--- config.mk ---
export PLATFORM = sky130hd
export DESIGN_NAME = ring_node_flat
export DESIGN_NICKNAME = d
export VERILOG_FILES = /design/src/ring_noc_pkg.sv /design/src/noc_bus_if.sv /design/src/ring_node.sv /design/src/rx_queue.sv /design/src/flat_wrapper.sv
export VERILOG_INCLUDE_DIRS = /design/src
export SDC_FILE = /design/constraint.sdc
export NUM_CORES = 2
export LEC_CHECK = 0
export ABC_AREA = 0
export CORE_MARGIN = 5
export CORE_UTILIZATION = 53
export CTS_CLUSTER_SIZE = 14
export DETAILED_ROUTE_END_ITERATION = 7
export DONT_BUFFER_PORTS = 1
export MAX_ROUTING_LAYER = met4
export PLACE_DENSITY = 0.68
export SLEW_MARGIN = 10
export SYNTH_ARGS = -nofsm -noshare
export SYNTH_HDL_FRONTEND = slang
export SYNTH_SLANG_ARGS = --single-unit
export TNS_END_PERCENT = 50
--- constraint.sdc ---
create_clock -name clk -period 98.8 [get_ports clk]
set_input_delay 19.76 -clock clk [delete_from_list [all_inputs] [get_ports clk]]
set_output_delay 19.76 -clock clk [all_outputs]
set_load 0.05 [all_outputs]
--- src/ring_noc_params.svh ---
`ifndef RING_NOC_PARAMS_SVH
`define RING_NOC_PARAMS_SVH

// ==========================================================================
// packet layout
// ==========================================================================

// full slot width carried around the ring
`define RING_PACKET_WID 96

// receiver number, zero marks an empty slot
`define RING_RID_HI 95
`define RING_RID_LO 92

// transmitter number, stamped by the sending node
`define RING_TID_HI 91
`define RING_TID_LO 88

// set when the packet is an acknowledge heading back to its sender
`define RING_ACK_BIT 87

// receiver number that every node accepts
`define RING_GBL 15

// ==========================================================================
// sizing and address map
// ==========================================================================

`define RING_NODES 4
`define RXQ_DEPTH 16
`define RXQ_CNT_WID 5

// adr[31:16] that selects the network
`define NOC_BASE_HI 16'hFFD8

`endif

--- src/ring_noc_pkg.sv ---
`include "ring_noc_params.svh"

package ring_noc_pkg;

  // ========================================================================
  // data types shared across the network
  // ========================================================================

  // one ring slot
  typedef logic [`RING_PACKET_WID-1:0] packet_t;

  // node number as held in the rid and tid fields
  typedef logic [3:0] node_num_t;

  // bus address and data word
  typedef logic [31:0] bus_word_t;

  // register index from adr[4:2]
  typedef logic [2:0] reg_idx_t;

  // receive queue occupancy, needs to reach the full depth
  typedef logic [`RXQ_CNT_WID-1:0] rxq_cnt_t;

  // ========================================================================
  // transmit side of a node
  // ========================================================================

  // idle until the host writes send, then pending until a slot is taken
  typedef enum logic {
    tx_idle,
    tx_pending
  } node_state_t;

endpackage

--- src/noc_bus_if.sv ---
`timescale 1ns/1ns

// one slave bus between the address decoder and a single node
interface noc_bus_if;

  // select and transfer direction
  logic cyc;
  logic stb;
  logic we;

  // full host address, the node checks the base itself
  ring_noc_pkg::bus_word_t adr;
  ring_noc_pkg::bus_word_t dat_w;

  // zero unless ack is high
  ring_noc_pkg::bus_word_t dat_r;
  logic ack;

  // decoder side drives the request
  modport host (
    output cyc, stb, we, adr, dat_w,
    input  dat_r, ack
  );

  // node side answers
  modport node (
    input  cyc, stb, we, adr, dat_w,
    output dat_r, ack
  );

endinterface

--- src/ring_node.sv ---
`timescale 1ns/1ns
`include "ring_noc_params.svh"

// one ring station
// forwards, accepts, acknowledges and inserts packets on the ring
// and exposes transmit words, the receive head and status to the host
module ring_node #(
  parameter int NODE_ID = 1
) (
  input  logic                  clk,
  input  logic                  rst,
  noc_bus_if.node               bus,
  input  ring_noc_pkg::packet_t ring_in,
  output ring_noc_pkg::packet_t ring_out
);

  // register indices
  localparam ring_noc_pkg::reg_idx_t REG_W0     = 3'd0;
  localparam ring_noc_pkg::reg_idx_t REG_W1     = 3'd1;
  localparam ring_noc_pkg::reg_idx_t REG_W2     = 3'd2;
  localparam ring_noc_pkg::reg_idx_t REG_SEND   = 3'd6;
  localparam ring_noc_pkg::reg_idx_t REG_STATUS = 3'd7;

  localparam ring_noc_pkg::node_num_t MY_NUM  = ring_noc_pkg::node_num_t'(NODE_ID);
  localparam ring_noc_pkg::node_num_t GBL_NUM = ring_noc_pkg::node_num_t'(`RING_GBL);

  ring_noc_pkg::node_num_t   in_rid;
  ring_noc_pkg::node_num_t   in_tid;
  logic                      in_ack;
  ring_noc_pkg::packet_t     ring_nxt;
  logic                      rx_push;
  logic                      tx_take;
  ring_noc_pkg::node_state_t tx_state;
  ring_noc_pkg::packet_t     tx_pkt;
  ring_noc_pkg::packet_t     q_head;
  ring_noc_pkg::rxq_cnt_t    q_count;
  logic                      q_full;
  logic                      q_pop;
  logic                      cs;
  ring_noc_pkg::reg_idx_t    idx;
  logic                      rd_ack;
  ring_noc_pkg::bus_word_t   rd_word;
  ring_noc_pkg::bus_word_t   rd_q;

  rx_queue #(
    .DEPTH (`RXQ_DEPTH)
  ) u_rxq (
    .clk   (clk),
    .rst   (rst),
    .push  (rx_push),
    .din   (ring_in),
    .pop   (q_pop),
    .head  (q_head),
    .count (q_count),
    .full  (q_full)
  );

  // ========================================================================
  // ring forwarding
  // ========================================================================

  assign in_rid = ring_in[`RING_RID_HI:`RING_RID_LO];
  assign in_tid = ring_in[`RING_TID_HI:`RING_TID_LO];
  assign in_ack = ring_in[`RING_ACK_BIT];

  always_comb begin
    ring_nxt = ring_in;
    rx_push  = 1'b0;
    tx_take  = 1'b0;
    if (in_tid == MY_NUM) begin
      // own packet came back
      // unicast goes round again, broadcast has visited everyone
      if (in_rid == GBL_NUM) begin
        ring_nxt = '0;
      end
    end else if (in_rid == MY_NUM && in_ack) begin
      // acknowledge for us frees the slot, reuse it if we have something
      if (tx_state == ring_noc_pkg::tx_pending) begin
        ring_nxt = tx_pkt;
        tx_take  = 1'b1;
      end else begin
        ring_nxt = '0;
      end
    end else if (in_rid == MY_NUM) begin
      // queue it and turn the slot into an ack for the sender
      // when full leave it alone so the sender retries
      if (!q_full) begin
        rx_push                                 = 1'b1;
        ring_nxt[`RING_RID_HI:`RING_RID_LO]     = in_tid;
        ring_nxt[`RING_TID_HI:`RING_TID_LO]     = in_rid;
        ring_nxt[`RING_ACK_BIT]                 = 1'b1;
      end
    end else if (in_rid == GBL_NUM) begin
      // take a copy if there is room, always pass it on
      rx_push = !q_full;
    end else if (in_rid == '0 && tx_state == ring_noc_pkg::tx_pending) begin
      // empty slot
      ring_nxt = tx_pkt;
      tx_take  = 1'b1;
    end
  end

  // ========================================================================
  // bus slave
  // ========================================================================

  assign cs  = bus.cyc && bus.stb && (bus.adr[31:16] == `NOC_BASE_HI);
  assign idx = bus.adr[4:2];

  // writes ack at once, reads one cycle after select
  assign bus.ack   = cs && (bus.we || rd_ack);
  assign bus.dat_r = (cs && !bus.we && rd_ack) ? rd_q : '0;

  // pop only on the first cycle of the read
  assign q_pop = cs && !bus.we && !rd_ack && (idx == 3'd6);

  always_comb begin
    case (idx)
      REG_W0:     rd_word = q_head[31:0];
      REG_W1:     rd_word = q_head[63:32];
      REG_W2:     rd_word = q_head[95:64];
      REG_STATUS: rd_word = {MY_NUM, (tx_state == ring_noc_pkg::tx_pending), 22'd0, q_count};
      default:    rd_word = '0;
    endcase
  end

  // control state
  always_ff @(posedge clk) begin
    if (rst) begin
      ring_out <= '0;
      tx_state <= ring_noc_pkg::tx_idle;
      rd_ack   <= 1'b0;
    end else begin
      ring_out <= ring_nxt;
      rd_ack   <= cs && !bus.we;
      if (tx_take) begin
        tx_state <= ring_noc_pkg::tx_idle;
      end
      // a new send wins over a slot taken in the same cycle
      if (cs && bus.we && idx == REG_SEND) begin
        tx_state <= ring_noc_pkg::tx_pending;
      end
    end
  end

  // transmit packet and read capture
  always_ff @(posedge clk) begin
    if (cs && bus.we) begin
      case (idx)
        REG_W0: tx_pkt[31:0]  <= bus.dat_w;
        REG_W1: tx_pkt[63:32] <= bus.dat_w;
        REG_W2: begin
          tx_pkt[95:64]                     <= bus.dat_w;
          // stamp sender and make sure it is not taken for an ack
          tx_pkt[`RING_TID_HI:`RING_TID_LO] <= MY_NUM;
          tx_pkt[`RING_ACK_BIT]             <= 1'b0;
        end
        default: ;
      endcase
    end
    // hold the value seen at select so a pop does not change it
    if (cs && !bus.we && !rd_ack) begin
      rd_q <= rd_word;
    end
  end

endmodule

--- src/rx_queue.sv ---
`timescale 1ns/1ns
`include "ring_noc_params.svh"

// receive queue built as a shift-in delay line
// newest entry sits at stage 0, the oldest at stage count-1
module rx_queue #(
  parameter int DEPTH = `RXQ_DEPTH
) (
  input  logic                     clk,
  input  logic                     rst,
  input  logic                     push,
  input  ring_noc_pkg::packet_t    din,
  input  logic                     pop,
  output ring_noc_pkg::packet_t    head,
  output ring_noc_pkg::rxq_cnt_t   count,
  output logic                     full
);

  localparam int TAP_WID = $clog2(DEPTH);

  ring_noc_pkg::packet_t stages [DEPTH];
  logic [TAP_WID-1:0]    tap;
  logic                  push_ok;
  logic                  pop_ok;

  assign full = (count == ring_noc_pkg::rxq_cnt_t'(DEPTH));

  // a full queue drops the push, an empty one ignores the pop
  assign push_ok = push && !full;
  assign pop_ok  = pop && (count != '0);

  // oldest entry
  assign tap  = TAP_WID'(count - 1'b1);
  assign head = (count == '0) ? '0 : stages[tap];

  // ========================================================================
  // delay line
  // ========================================================================

  always_ff @(posedge clk) begin
    if (push_ok) begin
      stages[0] <= din;
      for (int i = 1; i < DEPTH; i++) begin
        stages[i] <= stages[i-1];
      end
    end
  end

  // occupancy
  // push with pop shifts the line by one and drops the oldest off the tap
  always_ff @(posedge clk) begin
    if (rst) begin
      count <= '0;
    end else if (push_ok && !pop_ok) begin
      count <= count + 1'b1;
    end else if (pop_ok && !push_ok) begin
      count <= count - 1'b1;
    end
  end

endmodule
--- src/flat_wrapper.sv ---
// flat-port wrapper written by rule: the top's interface ports become plain ports
module ring_node_flat 
#(
  parameter int NODE_ID = 1
)
  (clk, rst, ring_in, ring_out, bus_cyc, bus_stb, bus_we, bus_adr, bus_dat_w, bus_dat_r, bus_ack);
  noc_bus_if bus_i ();
  input  logic clk;
  input  logic rst;
  input  ring_noc_pkg::packet_t ring_in;
  output ring_noc_pkg::packet_t ring_out;
  input wire logic [$bits(bus_i.cyc)-1:0] bus_cyc;
  input wire logic [$bits(bus_i.stb)-1:0] bus_stb;
  input wire logic [$bits(bus_i.we)-1:0] bus_we;
  input wire logic [$bits(bus_i.adr)-1:0] bus_adr;
  input wire logic [$bits(bus_i.dat_w)-1:0] bus_dat_w;
  output wire logic [$bits(bus_i.dat_r)-1:0] bus_dat_r;
  output wire logic [$bits(bus_i.ack)-1:0] bus_ack;
  assign bus_i.cyc = bus_cyc;
  assign bus_i.stb = bus_stb;
  assign bus_i.we = bus_we;
  assign bus_i.adr = bus_adr;
  assign bus_i.dat_w = bus_dat_w;
  assign bus_dat_r = bus_i.dat_r;
  assign bus_ack = bus_i.ack;
  ring_node #(.NODE_ID(NODE_ID)) u_core (.clk(clk), .rst(rst), .bus(bus_i), .ring_in(ring_in), .ring_out(ring_out));
endmodule
# After elaboration in Yosys (flattened, before gate mapping)
# Memory sizes are Yosys's and may differ from the RTL's.
# Cells that the tools add are included.
[word_totals]
register_bits = 226
mem_bits_ro = 0
latch_bits = 0
elab_cells = 79
memories = 1
input_bits = 165
ramBits = 1536
[memory_table]
columns = ["memory", "words", "width", "read_ports", "rd_ports_with_merged_regs", "wr", "line_no", "source"]
rows = [
  ["u_core.u_rxq.stages", 16, 96, 16, 0, 16, "rx_queue.sv:21", "ring_noc_pkg::packet_t stages [DEPTH];"],
]
[classes]
n_lt_le_gt_ge = 0
mul = 0
add_sub_neg = 2
shifts = 0
n_reduce_logical = 30
mux = 29
div_mod_pow = 0
bitwise_logic = 0
eq_ne = 9
[op_table]
columns = ["op", "n"]
rows = [
  ["96-bit 2-to-1 mux", 7],
  ["32-bit one-hot mux with 4 select lines", 1],
  ["87-bit 2-to-1 mux", 1],
  ["32-bit 2-to-1 mux", 1],
  ["9-bit 2-to-1 mux", 2],
  ["16-bit == test (second input constant)", 1],
  ["1-bit logical AND", 15],
  ["1-bit 2-to-1 mux", 15],
  ["5-bit 2-to-1 mux", 2],
  ["4-bit by 1-bit == test with 1-bit output (second input constant)", 2],
  ["3-bit == test (second input constant)", 2],
  ["2-bit AND reduction", 3],
  ["5-bit by 1-bit adder with 5-bit output (second input constant)", 1],
  ["5-bit == test (second input constant)", 1],
  ["1-bit logical NOT", 5],
  ["5-bit logical NOT", 1],
  ["5-bit nonzero test", 1],
  ["5-bit by 1-bit subtractor with 5-bit output (second input constant)", 1],
  ["4-bit == test (second input constant)", 1],
  ["4-bit logical NOT", 1],
  ["2-bit nonzero test", 2],
  ["3-bit by 1-bit == test with 1-bit output (second input constant)", 1],
  ["3-bit by 2-bit == test with 1-bit output (second input constant)", 1],
  ["3-bit logical NOT", 1],
  ["1-bit logical OR", 1],
]

# Logic depth before layout (Yosys ltp)
[logic_depth]
depth_word = 11
mapped_depth = 16
depth_no_buf = 10

# Hierarchy
# A second synthesis with hierarchy kept.
[hier_totals]
hier_cells = 3081
hier_area_um2 = 66336.1
[by_module_without_submodules]
columns = ["module", "instances", "area_each_um2", "seq_area_each_um2", "cells_each"]
rows = [
  ["rx_queue", 1, 58250.9, 46224.3, 2495],
  ["ring_node", 1, 8085.3, 5655.4, 586],
]

# Worst setup path after synthesis
# OpenSTA, ideal clock, no wires.
[synth_path]
kind = "input-to-reg"
start = "input port ring_in[94]"
end = "register u_core.u_rxq.count[2]"
setup_slack_ps = 38853
n_path_buf = 0
cell_stages = 6
arrival_time_ps = 59877
path_cell_list = "or3_1 > a21oi_1 > and3b_1 > ha_1 > or3_1 > a21oi_1"
[synth_between]
elab_chain_cells = 9
word_cells_on_any_way = 13
[synth_lines]
columns = ["element", "line_no", "source"]
rows = [
  ["from (decl)", "flat_wrapper.sv:10", "input ring_noc_pkg::packet_t ring_in;"],
  ["4-bit == test", "ring_node.sv:93", "end else if (in_rid == GBL_NUM) begin"],
  ["1-bit 2-to-1 mux", "ring_node.sv:93", ""],
  ["1-bit 2-to-1 mux", "ring_node.sv:84", "end else if (in_rid == MY_NUM) begin"],
  ["1-bit 2-to-1 mux *", "ring_node.sv:76", "end else if (in_rid == MY_NUM && in_ack) begin"],
  ["1-bit 2-to-1 mux *", "ring_node.sv:70", "if (in_tid == MY_NUM) begin"],
  ["1-bit logical AND *", "rx_queue.sv:29", "assign push_ok = push && !full;"],
  ["named net u_core.u_rxq.push_ok", "rx_queue.sv:23", "logic push_ok;"],
  ["1-bit logical NOT", "rx_queue.sv:56", "end else if (pop_ok && !push_ok) begin"],
  ["1-bit logical AND", "rx_queue.sv:56", ""],
  ["2-bit nonzero test (no line)", "-", ""],
  ["to (signal assigned)", "rx_queue.sv:55", "count <= count + 1'b1;"],
  ["to (signal assigned)", "rx_queue.sv:57", "count <= count - 1'b1;"],
  ["to (decl)", "rx_queue.sv:15", "output ring_noc_pkg::rxq_cnt_t count,"],
]
# Mark *: on every way through the listed nets, which the timed path passes. The rest lies on a longest branch.
# A chain may end at the register's enable or synchronous reset.

# Worst setup path after layout
[layout_path]
start = "input port bus_adr[17]"
end = "output port bus_dat_r[18]"
[layout_between]
elab_chain_cells = 5
[layout_lines]
columns = ["element", "line_no", "source"]
rows = [
  ["from (decl)", "flat_wrapper.sv:15", "input wire logic [$bits(bus_i.adr)-1:0] bus_adr;"],
  ["16-bit == test (no line)", "-", ""],
  ["1-bit logical AND", "ring_node.sv:107", "assign cs = bus.cyc && bus.stb && (bus.adr[31:16] == `NOC_BASE_HI);"],
  ["1-bit logical AND (2 in series)", "ring_node.sv:112", "assign bus.dat_r = (cs && !bus.we && rd_ack) ? rd_q : '0;"],
  ["32-bit 2-to-1 mux", "ring_node.sv:112", ""],
  ["to (decl)", "flat_wrapper.sv:17", "output wire logic [$bits(bus_i.dat_r)-1:0] bus_dat_r;"],
]
# No other way between the ends.

==> results.py <==
metrics = {
    "outcome": {
        "outcome": "finished clean",
    },
    "global_routing": {
        "grt_pass1_wl_mm": 211.2,
        "antenna_found_initial": 8,
        "grt_use_total": 0.2197,
        "grt_pass1_vias": 32940,
        "grt_max_degree": 217,
        "grt_overflow": 0,
    },
    "worst_hold_path": {
        "min_path_cells": 0,
        "hp-start": "u_core.u_rxq.stages[8][26]",
        "hold-path-endpoint": "u_core.u_rxq.stages[9][26]",
        "worst_hold_path_type": "reg -> reg",
    },
    "floorplanning": {
        "dieWidth_microns": 363.2,
        "dieArea_sq_um": 131900,
        "fp-row-count": 129,
        "start_util": 0.5340,
        "ios": 294,
        "die_height_microns": 363.2,
        "core_area_sq_um": 123800,
    },
    "yosys": {
        "ys_warn_count": 0,
        "syn_area_per_cell_sq_um": 20.32,
        "synth_edf_count": 1659,
        "synth_area_sq_um": 66110,
        "ys_ff_latch": 1762,
        "syn_nets": 3422,
        "synth_cell_types": 62,
        "ys.flop_type": "edfxtp_1",
        "synthCells": 3253,
        "synth.yosys.seq_area_share": 0.7848,
        "postSynth.asyncResetShare": 0,
    },
    "clock_network": {
        "hold_buffers": 0,
        "clock-root-buffer": "clkbuf_16",
        "cts_sinks": 1762,
        "worstSkewPairLatency_ps": 790,
        "cts_tree": "yes",
        "cts_buffers": 171,
        "htreeDepth": 4,
        "cts_setup_buffers": 0,
        "path_clk_slew_ps": 60,
        "ctsResizeCount": 0,
        "clock_path_buffers": 3,
    },
    "routing": {
        "avgRoutedWirePerCell_microns": 27.90,
        "drt_first_pass_iters": 6,
        "drc": 0,
        "viasPerCell": 6.307,
        "drtIter0Drc": 3713,
        "antenna_left": 0,
        "routed_wl_mm": 141.9,
        "route.vias.total": 32080,
    },
    "sta": {
        "max_slew_margin": 0.1816,
        "fin_skew_ps": 32.20,
        "finalSetupViolCount": 0,
        "worstMarginPinSlew_ps": 1228,
        "drv_slew": 0,
        "period_needed_ps": 41400,
        "tns_ps": 0,
        "fin_crit_sh": 0.4191,
        "rsz0062_at_grt": "false",
        "fmax_mhz": 24.15,
        "finalHoldViolCount": 0,
    },
    "run": {
        "drv_cap": 0,
    },
    "setup_path": {
        "cp_cell_sequence": "nor4b_1 > and3_1 > nand3_1 > nor3b_2 > buf_4 > and2_1",
        "cp.arrival_ps": 21640,
        "crit_family": "simple AND/OR/NAND/NOR gates",
        "worst-r2r-setup-slack_ps": 91850,
        "cpMaxStageDelayCell": "and2_1",
        "reg2reg_depth": 9,
        "cp_slowest_stage_delay_ps": 620,
        "crit_required_ps": 79040,
        "reg2reg_from": "u_core.u_rxq.count[0]",
        "rr_endpoint": "u_core.u_rxq.stages[5][47]",
        "critPathKind": "in -> out",
        "worst-path-buf-inv": 1,
        "cp-end-kind": "primary output",
        "crit_path_start_kind": "input pin",
        "path_max_fanout": 32,
    },
    "power_and_ir_drop": {
        "power.leakage_nw": 23.73,
        "max-vdd-ir-drop_uv": 19.71,
        "p_per_area_nw_per_um2": 22.16,
    },
    "placement": {
        "numPortBuffers": 0,
        "gp_congestion": 0.7968,
        "dp_hpwl_mm": 84.36,
        "dpl_cell_area_sq_um": 67950,
    },
    "finish": {
        "area_delta_synth_final_pct": 11.23,
        "drive_above_1_share": 0.1986,
        "layout_commonest_cell": "edfxtp_1",
        "design_area_sq_um": 73530,
        "final_cell_mix": "edfxtp_1, mux4_2, nand2_1",
        "nNetsFinal": 3467,
    },
}
## routing by layer
metal / share of wire / vias to the layer above / global-route usage
met2: 0.48 / 1443 / 0.3339
met3: 0.093 / 207 / 0.05973
met1: 0.41 / 16960 / 0.2999
met4: 0.020 / 0 / 0.05797
met5: 0 / - / -
li1: - / 13470 / -
## final cells by class
cell class                      instances  area [sq um]
Fill cell                            8555         50270
Clock buffer                          224          4663
Sequential cell                      1762         51880
Multi-Input combinational cell       1305         13550
Timing Repair Buffer                   53         460.4
Inverter                                5         20.02
Clock inverter                         85         869.6
Antenna cell                           15         37.54
Tap cell                             1637          2048
## flip-flops by register name, indices dropped and copies added (netlist names)
register             count
u_core.u_rxq.stages   1536
u_core.ring_out         96
u_core.tx_pkt           91
u_core.rd_q             32
u_core.u_rxq.count       5
u_core.rd_ack            1
u_core.tx_state          1
## through the flow
stage	util	instances	hold WS [ps]	setup slack, ps	power [W]
finish	0.5939	5086	420.7	57400	0.001630
global route	0.5939	5082	432.3	57210	0.001690
CTS	0.5936	5071	419.5	57320	0.001645
detailed placement	0.5489	4762	427.0	57340	0.001002
global placement	0.5489	4762	425.7	57370	0.0009951
floorplan	-	3253	420.7	38850	0.001011
## cells in the mapped netlist, types with 18 or more instances
library cell	count	share of area
buf_2	66	0.0050
nand2_1	303	0.017
mux4_2	304	0.10
nand4_1	60	0.0057
mux2i_1	125	0.019
a21oi_1	43	0.0033
clkbuf_1	77	0.0044
and2_1	36	0.0034
a22o_1	87	0.012
a32oi_1	57	0.0076
buf_1	19	0.0011
dfxtp_1	103	0.031
edfxtp_1	1659	0.75
nand3_1	73	0.0055
mux2_2	37	0.0063
a22oi_1	32	0.0036
nor2_1	28	0.0016
buf_4	18	0.0020
## how the worst max path moves through the flow
stage,endpoint,from,slack (ps),cells past startpoint
after floorplan,u_core.u_rxq.count[2],ring_in[94],38850,6
after global placement,bus_dat_r[18],bus_adr[17],57370,6
after detailed placement,bus_dat_r[18],bus_adr[17],57340,6
after CTS,bus_dat_r[18],bus_adr[17],57320,6
after global routing,bus_dat_r[18],bus_adr[17],57210,6
final,bus_dat_r[18],bus_adr[17],57400,6
## worst reg2reg max path: stages (launching register included)
cell	delay (ps)
dfxtp_4	960
clkinv_2	200
buf_4	390
ha_4	290
nor4bb_1	200
and3b_4	980
buf_4	970
buf_4	920
buf_4	680
buf_4	890
## power by group
part	switching, W	internal, W	leakage, nW	total (W)
Sequential	0.0000214	0.000841	16.0	0.000863
Clock	0.000272	0.000372	2.73	0.000644
Combinational	0.0000701	0.0000524	4.99	0.000123
Total	0.000364	0.00127	23.7	0.00163
## logic make-up (layout without fill, tap and decap cells)
logic type,after synthesis,in the layout,share of synthesized area
fa+ha+maj,4,4,0.0007571
simple gates,571,571,0.04098
flops,1762,1762,0.7848
xor+xnor,6,6,0.0009087
compound gates,258,258,0.03081
mux,466,466,0.1288
buf+inv,186,367,0.01295
other cells,0,15,0
(Power assumes the default switching activity.)
